File: config.mk
export PLATFORM = sky130hd
export DESIGN_NAME = rv_exec_unit
export DESIGN_NICKNAME = d
export VERILOG_FILES = /design/src/source/rv_isa_pkg.sv /design/src/source/rv_exec_pkg.sv /design/src/source/rv_regfile.sv /design/src/source/rv_alu.sv /design/src/source/rv_shifter.sv /design/src/source/rv_issue_ctrl.sv /design/src/source/rv_exec_unit.sv
export VERILOG_INCLUDE_DIRS = /design/src /design/src/source
export SDC_FILE = /design/constraint.sdc
export NUM_CORES = 2
export LEC_CHECK = 0
export BUFFER_PORTS_ARGS = -buffer_cell sky130_fd_sc_hd__buf_2
export CORE_MARGIN = 3
export CORE_UTILIZATION = 45
export CTS_BUF_LIST = sky130_fd_sc_hd__clkbuf_8
export CTS_CLUSTER_DIAMETER = 100
export DETAILED_ROUTE_END_ITERATION = 10
export PLACE_DENSITY = 0.67
export SLEW_MARGIN = 15
export SYNTH_ARGS = -nofsm -noshare
export SYNTH_HDL_FRONTEND = slang
export SYNTH_SLANG_ARGS = --single-unit
File: constraint.sdc
create_clock -name clk -period 20 [get_ports clk]
set_clock_uncertainty 0.1 [all_clocks]
set_input_delay 2 -clock clk [delete_from_list [all_inputs] [get_ports clk]]
set_output_delay 2 -clock clk [all_outputs]
set_load 0.01 [all_outputs]
File: src/source/rv_exec_params.svh
// width and count macros for the rv32 execute slice
// include wherever a data width or register address is sized
`ifndef RV_EXEC_PARAMS_SVH
`define RV_EXEC_PARAMS_SVH

// data path width, fixed by rv32
`define RV_XLEN 32

// integer register file size
`define RV_NUM_REGS 32
`define RV_REG_AW 5

`endif

File: src/source/rv_isa_pkg.sv
// rv32 instruction encoding for the OP and OP-IMM groups
// import where an instruction word is built or decoded
`include "rv_exec_params.svh"

package rv_isa_pkg;

  // major opcodes handled by the slice
  typedef enum logic [6:0] {
    OPC_OP_IMM = 7'b0010011,
    OPC_OP     = 7'b0110011
  } rv_opcode_e;

  // funct3 field, shared by register and immediate forms
  typedef enum logic [2:0] {
    F3_ADD_SUB = 3'b000,
    F3_SLL     = 3'b001,
    F3_SLT     = 3'b010,
    F3_SLTU    = 3'b011,
    F3_XOR     = 3'b100,
    F3_SRL_SRA = 3'b101,
    F3_OR      = 3'b110,
    F3_AND     = 3'b111
  } rv_funct3_e;

  // register-register layout, msb first
  typedef struct packed {
    logic [6:0]            funct7;
    logic [`RV_REG_AW-1:0] rs2;
    logic [`RV_REG_AW-1:0] rs1;
    logic [2:0]            funct3;
    logic [`RV_REG_AW-1:0] rd;
    logic [6:0]            opcode;
  } rv_r_view_s;

  // register-immediate layout
  typedef struct packed {
    logic [11:0]           imm12;
    logic [`RV_REG_AW-1:0] rs1;
    logic [2:0]            funct3;
    logic [`RV_REG_AW-1:0] rd;
    logic [6:0]            opcode;
  } rv_i_view_s;

  // one word, two readings
  typedef union packed {
    rv_r_view_s r;
    rv_i_view_s i;
  } rv_instr_u;

endpackage

File: src/source/rv_exec_pkg.sv
// execute-side operation codes for the alu, shifter and result mux
// import in the controller and in the units it drives

package rv_exec_pkg;

  // arithmetic and logic unit operations
  typedef enum logic [2:0] {
    ALU_ADD,
    ALU_SUB,
    ALU_AND,
    ALU_OR,
    ALU_XOR,
    ALU_SLT,
    ALU_SLTU
  } alu_op_e;

  // shifter operations
  typedef enum logic [1:0] {
    SH_SLL,
    SH_SRL,
    SH_SRA
  } shift_op_e;

  // which unit feeds write-back and the host result
  typedef enum logic {
    RES_ALU,
    RES_SHIFT
  } res_src_e;

endpackage

File: src/source/rv_regfile.sv
// integer register file, two async read ports and one write port
// x0 reads as zero and drops writes
`timescale 1ns/1ps
`include "rv_exec_params.svh"

module rv_regfile (
  input  logic                  clk,
  // read side
  input  logic [`RV_REG_AW-1:0] rs1_addr,
  input  logic [`RV_REG_AW-1:0] rs2_addr,
  output logic [`RV_XLEN-1:0]   rs1_data,
  output logic [`RV_XLEN-1:0]   rs2_data,
  // write side
  input  logic                  wr_en,
  input  logic [`RV_REG_AW-1:0] wr_addr,
  input  logic [`RV_XLEN-1:0]   wr_data
);

  // ********************************************************
  // storage
  // ********************************************************

  // entry 0 exists but is never written
  logic [`RV_XLEN-1:0] regs [`RV_NUM_REGS];

  // write at the edge, x0 filtered here
  always_ff @(posedge clk) begin
    if (wr_en && (wr_addr != '0)) begin
      regs[wr_addr] <= wr_data;
    end
  end

  // ********************************************************
  // read ports
  // ********************************************************

  // port a, forced zero for x0
  always_comb begin
    if (rs1_addr == '0) begin
      rs1_data = '0;
    end else begin
      rs1_data = regs[rs1_addr];
    end
  end

  // port b, same rule
  always_comb begin
    if (rs2_addr == '0) begin
      rs2_data = '0;
    end else begin
      rs2_data = regs[rs2_addr];
    end
  end

endmodule

File: src/source/rv_alu.sv
// combinational add, subtract, logic and set-less-than unit
// op selected by the issue controller, result in the same cycle
`timescale 1ns/1ps
`include "rv_exec_params.svh"

module rv_alu
  import rv_exec_pkg::*;
(
  input  logic [`RV_XLEN-1:0] op_a,
  input  logic [`RV_XLEN-1:0] op_b,
  input  alu_op_e             alu_op,
  output logic [`RV_XLEN-1:0] alu_result
);

  // shared subtractor, feeds SUB
  logic [`RV_XLEN-1:0] diff;
  // compare flags
  logic                lt_signed;
  logic                lt_unsigned;

  assign diff = op_a - op_b;

  // signed view for SLT
  assign lt_signed = $signed(op_a) < $signed(op_b);
  // plain magnitude for SLTU
  assign lt_unsigned = op_a < op_b;

  // ********************************************************
  // result select
  // ********************************************************

  always_comb begin
    case (alu_op)
      ALU_ADD: alu_result = op_a + op_b;
      ALU_SUB: alu_result = diff;
      ALU_AND: alu_result = op_a & op_b;
      ALU_OR: alu_result = op_a | op_b;
      ALU_XOR: alu_result = op_a ^ op_b;
      // compares give 0 or 1 in the low bit
      ALU_SLT: alu_result = {{(`RV_XLEN-1){1'b0}}, lt_signed};
      ALU_SLTU: alu_result = {{(`RV_XLEN-1){1'b0}}, lt_unsigned};
      default: alu_result = '0;
    endcase
  end

endmodule

File: src/source/rv_shifter.sv
// combinational barrel shifter for SLL, SRL and SRA
// sits beside the alu, shift amount already reduced to 5 bits
`timescale 1ns/1ps
`include "rv_exec_params.svh"

module rv_shifter
  import rv_exec_pkg::*;
(
  input  logic [`RV_XLEN-1:0] shift_val,
  input  logic [4:0]          shamt,
  input  shift_op_e           shift_op,
  output logic [`RV_XLEN-1:0] shift_result
);

  // arithmetic right shift, sign copied into the vacated bits
  logic [`RV_XLEN-1:0] sra_val;

  assign sra_val = $signed(shift_val) >>> shamt;

  always_comb begin
    case (shift_op)
      // zeros in from the right
      SH_SLL: shift_result = shift_val << shamt;
      // zeros in from the left
      SH_SRL: shift_result = shift_val >> shamt;
      SH_SRA: shift_result = sra_val;
      default: shift_result = '0;
    endcase
  end

endmodule

File: src/source/rv_issue_ctrl.sv
// decode, operand select, result select and req/ack handshake
// one instruction per four-phase transfer, write-back on the accept edge
`timescale 1ns/1ps
`include "rv_exec_params.svh"

module rv_issue_ctrl
  import rv_isa_pkg::*;
  import rv_exec_pkg::*;
(
  input  logic                  clk,
  input  logic                  rst_n,
  // host side
  input  logic                  req,
  input  rv_instr_u             instr,
  output logic                  ack,
  output logic [`RV_XLEN-1:0]   result,
  output logic                  illegal,
  // register file reads
  output logic [`RV_REG_AW-1:0] rs1_addr,
  output logic [`RV_REG_AW-1:0] rs2_addr,
  input  logic [`RV_XLEN-1:0]   rs1_data,
  input  logic [`RV_XLEN-1:0]   rs2_data,
  // alu and shifter
  output logic [`RV_XLEN-1:0]   op_a,
  output logic [`RV_XLEN-1:0]   op_b,
  output alu_op_e               alu_op,
  input  logic [`RV_XLEN-1:0]   alu_result,
  output logic [`RV_XLEN-1:0]   shift_val,
  output logic [4:0]            shamt,
  output shift_op_e             shift_op,
  input  logic [`RV_XLEN-1:0]   shift_result,
  // write-back
  output logic                  wr_en,
  output logic [`RV_REG_AW-1:0] wr_addr,
  output logic [`RV_XLEN-1:0]   wr_data
);

  typedef enum logic [1:0] {
    IDLE,
    DONE,
    RELEASE
  } state_e;

  state_e              state_q;
  logic                is_op;
  logic                is_imm;
  logic                alt_ok;
  logic                chk_funct7;
  logic                funct7_ok;
  logic                legal;
  res_src_e            res_src;
  logic [`RV_XLEN-1:0] imm_sext;
  logic [`RV_XLEN-1:0] exec_result;

  // ********************************************************
  // decode
  // ********************************************************

  assign is_op  = instr.r.opcode == OPC_OP;
  assign is_imm = instr.i.opcode == OPC_OP_IMM;

  // rs2 field is imm bits on OP-IMM, read anyway and ignored
  assign rs1_addr = instr.r.rs1;
  assign rs2_addr = instr.r.rs2;

  // imm12 sign extended to the data width
  assign imm_sext = {{(`RV_XLEN-12){instr.i.imm12[11]}}, instr.i.imm12};

  // funct3 picks the op, funct7 bit 5 picks SUB or SRA
  always_comb begin
    alu_op   = ALU_ADD;
    shift_op = SH_SLL;
    res_src  = RES_ALU;
    alt_ok   = 1'b0;
    case (rv_funct3_e'(instr.r.funct3))
      F3_ADD_SUB: begin
        // no SUBI, imm bit 10 is just data there
        alu_op = (is_op && instr.r.funct7[5]) ? ALU_SUB : ALU_ADD;
        alt_ok = is_op;
      end
      F3_SLL: begin
        res_src  = RES_SHIFT;
        shift_op = SH_SLL;
      end
      F3_SLT: alu_op = ALU_SLT;
      F3_SLTU: alu_op = ALU_SLTU;
      F3_XOR: alu_op = ALU_XOR;
      F3_SRL_SRA: begin
        res_src  = RES_SHIFT;
        shift_op = instr.r.funct7[5] ? SH_SRA : SH_SRL;
        alt_ok   = 1'b1;
      end
      F3_OR: alu_op = ALU_OR;
      F3_AND: alu_op = ALU_AND;
      default: alu_op = ALU_ADD;
    endcase
  end

  // funct7 only constrained on OP and on shift-immediates
  assign chk_funct7 = is_op || (res_src == RES_SHIFT);
  assign funct7_ok  = (instr.r.funct7 == 7'h00) || ((instr.r.funct7 == 7'h20) && alt_ok);
  assign legal      = (is_op || is_imm) && (!chk_funct7 || funct7_ok);

  // ********************************************************
  // operands and result
  // ********************************************************

  assign op_a      = rs1_data;
  assign op_b      = is_imm ? imm_sext : rs2_data;
  assign shift_val = rs1_data;
  // register form uses only the low 5 bits of rs2
  assign shamt     = is_imm ? instr.r.rs2 : rs2_data[4:0];

  assign exec_result = (res_src == RES_SHIFT) ? shift_result : alu_result;

  // write on the accept edge only, x0 dropped by the register file
  assign wr_en   = (state_q == IDLE) && req && legal;
  assign wr_addr = instr.r.rd;
  assign wr_data = exec_result;

  // ********************************************************
  // handshake fsm
  // ********************************************************

  always_ff @(posedge clk) begin
    if (!rst_n) begin
      state_q <= IDLE;
      ack     <= 1'b0;
      result  <= '0;
      illegal <= 1'b0;
    end else begin
      case (state_q)
        IDLE: begin
          if (req) begin
            // capture and answer
            result  <= legal ? exec_result : '0;
            illegal <= !legal;
            ack     <= 1'b1;
            state_q <= DONE;
          end
        end
        // hold ack and result while req stays high
        DONE: begin
          if (!req) begin
            ack     <= 1'b0;
            state_q <= RELEASE;
          end
        end
        // one dead cycle before a new req is sampled
        RELEASE: state_q <= IDLE;
        default: state_q <= IDLE;
      endcase
    end
  end

endmodule

File: src/source/rv_exec_unit.sv
// top of the integer execute slice
// host side is a four-phase req/ack port carrying one instruction word
`timescale 1ns/1ps
`include "rv_exec_params.svh"

module rv_exec_unit
  import rv_isa_pkg::*;
  import rv_exec_pkg::*;
(
  input  logic                clk,
  input  logic                rst_n,
  input  logic                req,
  input  rv_instr_u           instr,
  output logic                ack,
  output logic [`RV_XLEN-1:0] result,
  output logic                illegal
);

  // register file ports
  logic [`RV_REG_AW-1:0] rs1_addr;
  logic [`RV_REG_AW-1:0] rs2_addr;
  logic [`RV_XLEN-1:0]   rs1_data;
  logic [`RV_XLEN-1:0]   rs2_data;
  logic                  wr_en;
  logic [`RV_REG_AW-1:0] wr_addr;
  logic [`RV_XLEN-1:0]   wr_data;
  // execute units
  logic [`RV_XLEN-1:0]   op_a;
  logic [`RV_XLEN-1:0]   op_b;
  alu_op_e               alu_op;
  logic [`RV_XLEN-1:0]   alu_result;
  logic [`RV_XLEN-1:0]   shift_val;
  logic [4:0]            shamt;
  shift_op_e             shift_op;
  logic [`RV_XLEN-1:0]   shift_result;

  // ********************************************************
  // control
  // ********************************************************

  rv_issue_ctrl rv_issue_ctrl_inst (
    .clk          (clk),
    .rst_n        (rst_n),
    .req          (req),
    .instr        (instr),
    .ack          (ack),
    .result       (result),
    .illegal      (illegal),
    .rs1_addr     (rs1_addr),
    .rs2_addr     (rs2_addr),
    .rs1_data     (rs1_data),
    .rs2_data     (rs2_data),
    .op_a         (op_a),
    .op_b         (op_b),
    .alu_op       (alu_op),
    .alu_result   (alu_result),
    .shift_val    (shift_val),
    .shamt        (shamt),
    .shift_op     (shift_op),
    .shift_result (shift_result),
    .wr_en        (wr_en),
    .wr_addr      (wr_addr),
    .wr_data      (wr_data)
  );

  // ********************************************************
  // datapath
  // ********************************************************

  rv_regfile rv_regfile_inst (
    .clk      (clk),
    .rs1_addr (rs1_addr),
    .rs2_addr (rs2_addr),
    .rs1_data (rs1_data),
    .rs2_data (rs2_data),
    .wr_en    (wr_en),
    .wr_addr  (wr_addr),
    .wr_data  (wr_data)
  );

  // alu and shifter run side by side, controller picks one
  rv_alu rv_alu_inst (
    .op_a       (op_a),
    .op_b       (op_b),
    .alu_op     (alu_op),
    .alu_result (alu_result)
  );

  rv_shifter rv_shifter_inst (
    .shift_val    (shift_val),
    .shamt        (shamt),
    .shift_op     (shift_op),
    .shift_result (shift_result)
  );

endmodule

==> flow_summary.yaml <==
die:
  die_h_um: 365
  start_util_pct: 45.7
  die-area_um2: 133000
  die_w_um: 365
  rows: 130
  core_region_area_um2: 127000
  ios: 69
timing:
  holdWs_ns: 0.346
  slew_headroom_pct: 19.0
  worstMarginPinSlew_ns: 1.22
  rsz0062_at_grt: "no"
  hold_violations: 0
  tns_ns: 0
  finalCriticalPeriod_ns: 9.04
  timing.final.crit_share_pct: 45.2
  setup_viol: 0
  clock.fmax_mhz: 111
  slew_violations: 0
critical_path:
  worstSetupPathType: "in2reg"
  crit_top_cell: "buf_4"
  start_kind: "input port"
  slowest_stage: "a211oi_1"
  slowest_delay_ns: 0.77
  path_cells: "buf_8 > buf_4 > buf_4 > mux4_2 > mux4_2 > a22oi_1 > nor2_1 > a21o_1 > ha_1 > nor2b_1 > o21ai_0 > a21oi_1 > o41a_1 > o211ai_1 > nand3b_1 > a211oi_1 > o31ai_1 > a211oi_1 > o21ai_1 > nor2_1 > buf_4"
  end_kind: "register"
  critPathRequiredTime_ns: 20.58
  critPathMaxFanout: 81
  arrival_ns: 9.61
detailed_routing:
  drtIter0Drc: 6574
  drcViolationCount: 0
  avgViaCountPerCell: 7.02
  postRouteAntennaNets: 0
  wl_um: 207000
  dr.pass1.iters: 6
  wl_per_cell_um: 35.5
  vias: 40800
pwr:
  leakage_uw: 0.0217
  vdd_drop_max_v: 0.0000519
  power_density_nw_per_um2: 87.0
logic_synthesis:
  ys_seq_area_share_pct: 54.4
  synth_area_um2: 57800
  yosysWarnings: 0
  yosys_register_bits: 1060
  synthArstFlopShare_pct: 0
  synth_edf_count: 1024
  postSynthCellCount: 3929
  ys.flop_type: "edfxtp_1"
  synthDistinctLibCells: 90
  syn_area_per_cell_um2: 14.7
global_route:
  grt_overflow: 0
  grt_pass1_vias: 39600
  grt_usage_pct: 30.9
  antenna_found_initial: 8
  grt_pass1_wl_um: 292000
  grt_max_degree: 94
placed_design:
  detailed_place.area_um2: 60300
  hpwl_um: 126000
  port_buffers: 68
  gp_congestion: 1.06
  numPlacedInstances: 5497
clock_network:
  clk_pin_slew_worst_paths_ns: 0.07
  cts_resized: 0
  post-cts-setup-buffers: 0
  cts_tree: "done"
  ctsLongestPathBuffers: 3
  htreeDepth: 4
  cts_buffers: 172
  ctsHoldBuffers: 0
  clockRootBuffer: "clkbuf_8"
  clk_latency_ns: 0.93
  cts_sinks: 1060
finish:
  final_area_um2: 63500
  stdcell_count: 5814
  layout_commonest_cell: "edfxtp_1"
  mostFrequentLayoutCells: "edfxtp_1, mux4_2, mux2i_1"
  final_nets: 4159
  layout-drive-gt1-share_pct: 25.1
  syn_to_final_growth_pct: 9.84
hold_path:
  min_path_type: "reg2reg"
outcome:
  status: "complete, no violations"
flow_run:
  cap_viol_max_count: 0
## per-layer routing
layer  vias up  share of wire, %  global-route usage, %
li1      16200                 -                      -
met1     20800                37                   41.8
met2      3127                44                   46.1
met3       608                13                   9.18
met4         6               5.3                   14.5
met5         -             0.019                      0
## logic make-up after synthesis
logic type      count (synthesis)  share of synthesized area, %
simple gates                  766                          6.17
xor+xnor                        4                        0.0606
other cells                     1                       0.00648
flops                        1060                          54.4
buf+inv                       413                          3.27
fa+ha+maj                     103                          2.25
mux                           811                          24.6
compound gates                771                          9.21
## power breakdown
part,switching (uW),internal [uW]
clock network,900,870
registers,5.83,2600
logic,796,360
total,1700,3830
## flip-flops by register name, summed over array words and instances (netlist names)
name,flops
rv_regfile_inst.regs,1024
rv_issue_ctrl_inst.illegal,1
rv_issue_ctrl_inst.result,32
rv_issue_ctrl_inst.state_q,2
rv_issue_ctrl_inst.ack,1
## through the flow
step	setup WS [ns]	util [%]	power (uW)
2_1_floorplan	11.26	-	3380
3_3_place_gp	9.92	47.6	3760
3_5_place_dp	9.94	47.7	3760
4_1_cts	10.92	50.2	5510
5_1_grt	10.57	50.2	5710
6_report	10.96	50.2	5530
## final timing paths
check	start	end	slack, ns	depth (start not counted)
worst max-delay path	instr[21]	rv_regfile_inst.regs[20][0]	10.96	21
worst min-delay path	rv_issue_ctrl_inst.state_q[0]	rv_issue_ctrl_inst.state_q[1]	0.35	2
worst max register to register	rv_regfile_inst.regs[30][1]	rv_regfile_inst.regs[10][21]	12.93	18
worst min register to register	rv_issue_ctrl_inst.state_q[0]	rv_issue_ctrl_inst.state_q[1]	0.35	2
## Yosys cell counts, drive strengths merged, types with 7 or more instances
master | number | area share, %
inv | 104 | 0.67
a31oi | 42 | 0.47
clkbuf | 182 | 1.2
a211o | 9 | 0.14
ha | 101 | 2.2
nand3 | 55 | 0.56
o21a | 12 | 0.16
dfxtp | 36 | 1.2
nor2b | 19 | 0.21
nor3 | 48 | 0.42
a22oi | 84 | 1.1
and3 | 23 | 0.25
mux4 | 486 | 19
o22a | 54 | 0.82
a21oi | 143 | 1.2
o211ai | 33 | 0.43
a2111oi | 8 | 0.12
nor3b | 8 | 0.10
o21ai | 133 | 1.2
a22o | 30 | 0.45
mux2i | 291 | 5.0
nor2 | 214 | 1.4
buf | 124 | 1.4
edfxtp | 1024 | 53
nand2b | 16 | 0.17
a2bb2oi | 7 | 0.11
a221oi | 18 | 0.27
o221ai | 16 | 0.24
nand3b | 8 | 0.10
o22ai | 31 | 0.35
a21o | 21 | 0.27
o21bai | 15 | 0.19
nand2 | 268 | 1.7
mux2 | 34 | 0.66
nand4 | 57 | 0.62
or3 | 13 | 0.14
a211oi | 23 | 0.30
and2 | 13 | 0.14
o31ai | 25 | 0.32
## worst max-delay path: cells and delay by family
family / cells / cell delay (ns)
mux: 2 / 0.88
compound gates: 10 / 3.29
buf+inv: 4 / 2.20
fa+ha+maj: 1 / 0.51
simple gates: 4 / 0.61
## final cells by class
| class | count | area (um2) |
|---|---|---|
| antenna | 6 | 15.0 |
| sequential | 1060 | 31500 |
| tap | 1650 | 2060 |
| clock inverter | 134 | 739 |
| timing repair buffer | 193 | 1340 |
| inverter | 107 | 402 |
| multi-input combinational | 2487 | 25100 |
| clock buffer | 177 | 2440 |
| fill | 10600 | 63000 |
No activity file was read; power rests on OpenSTA's default activity.
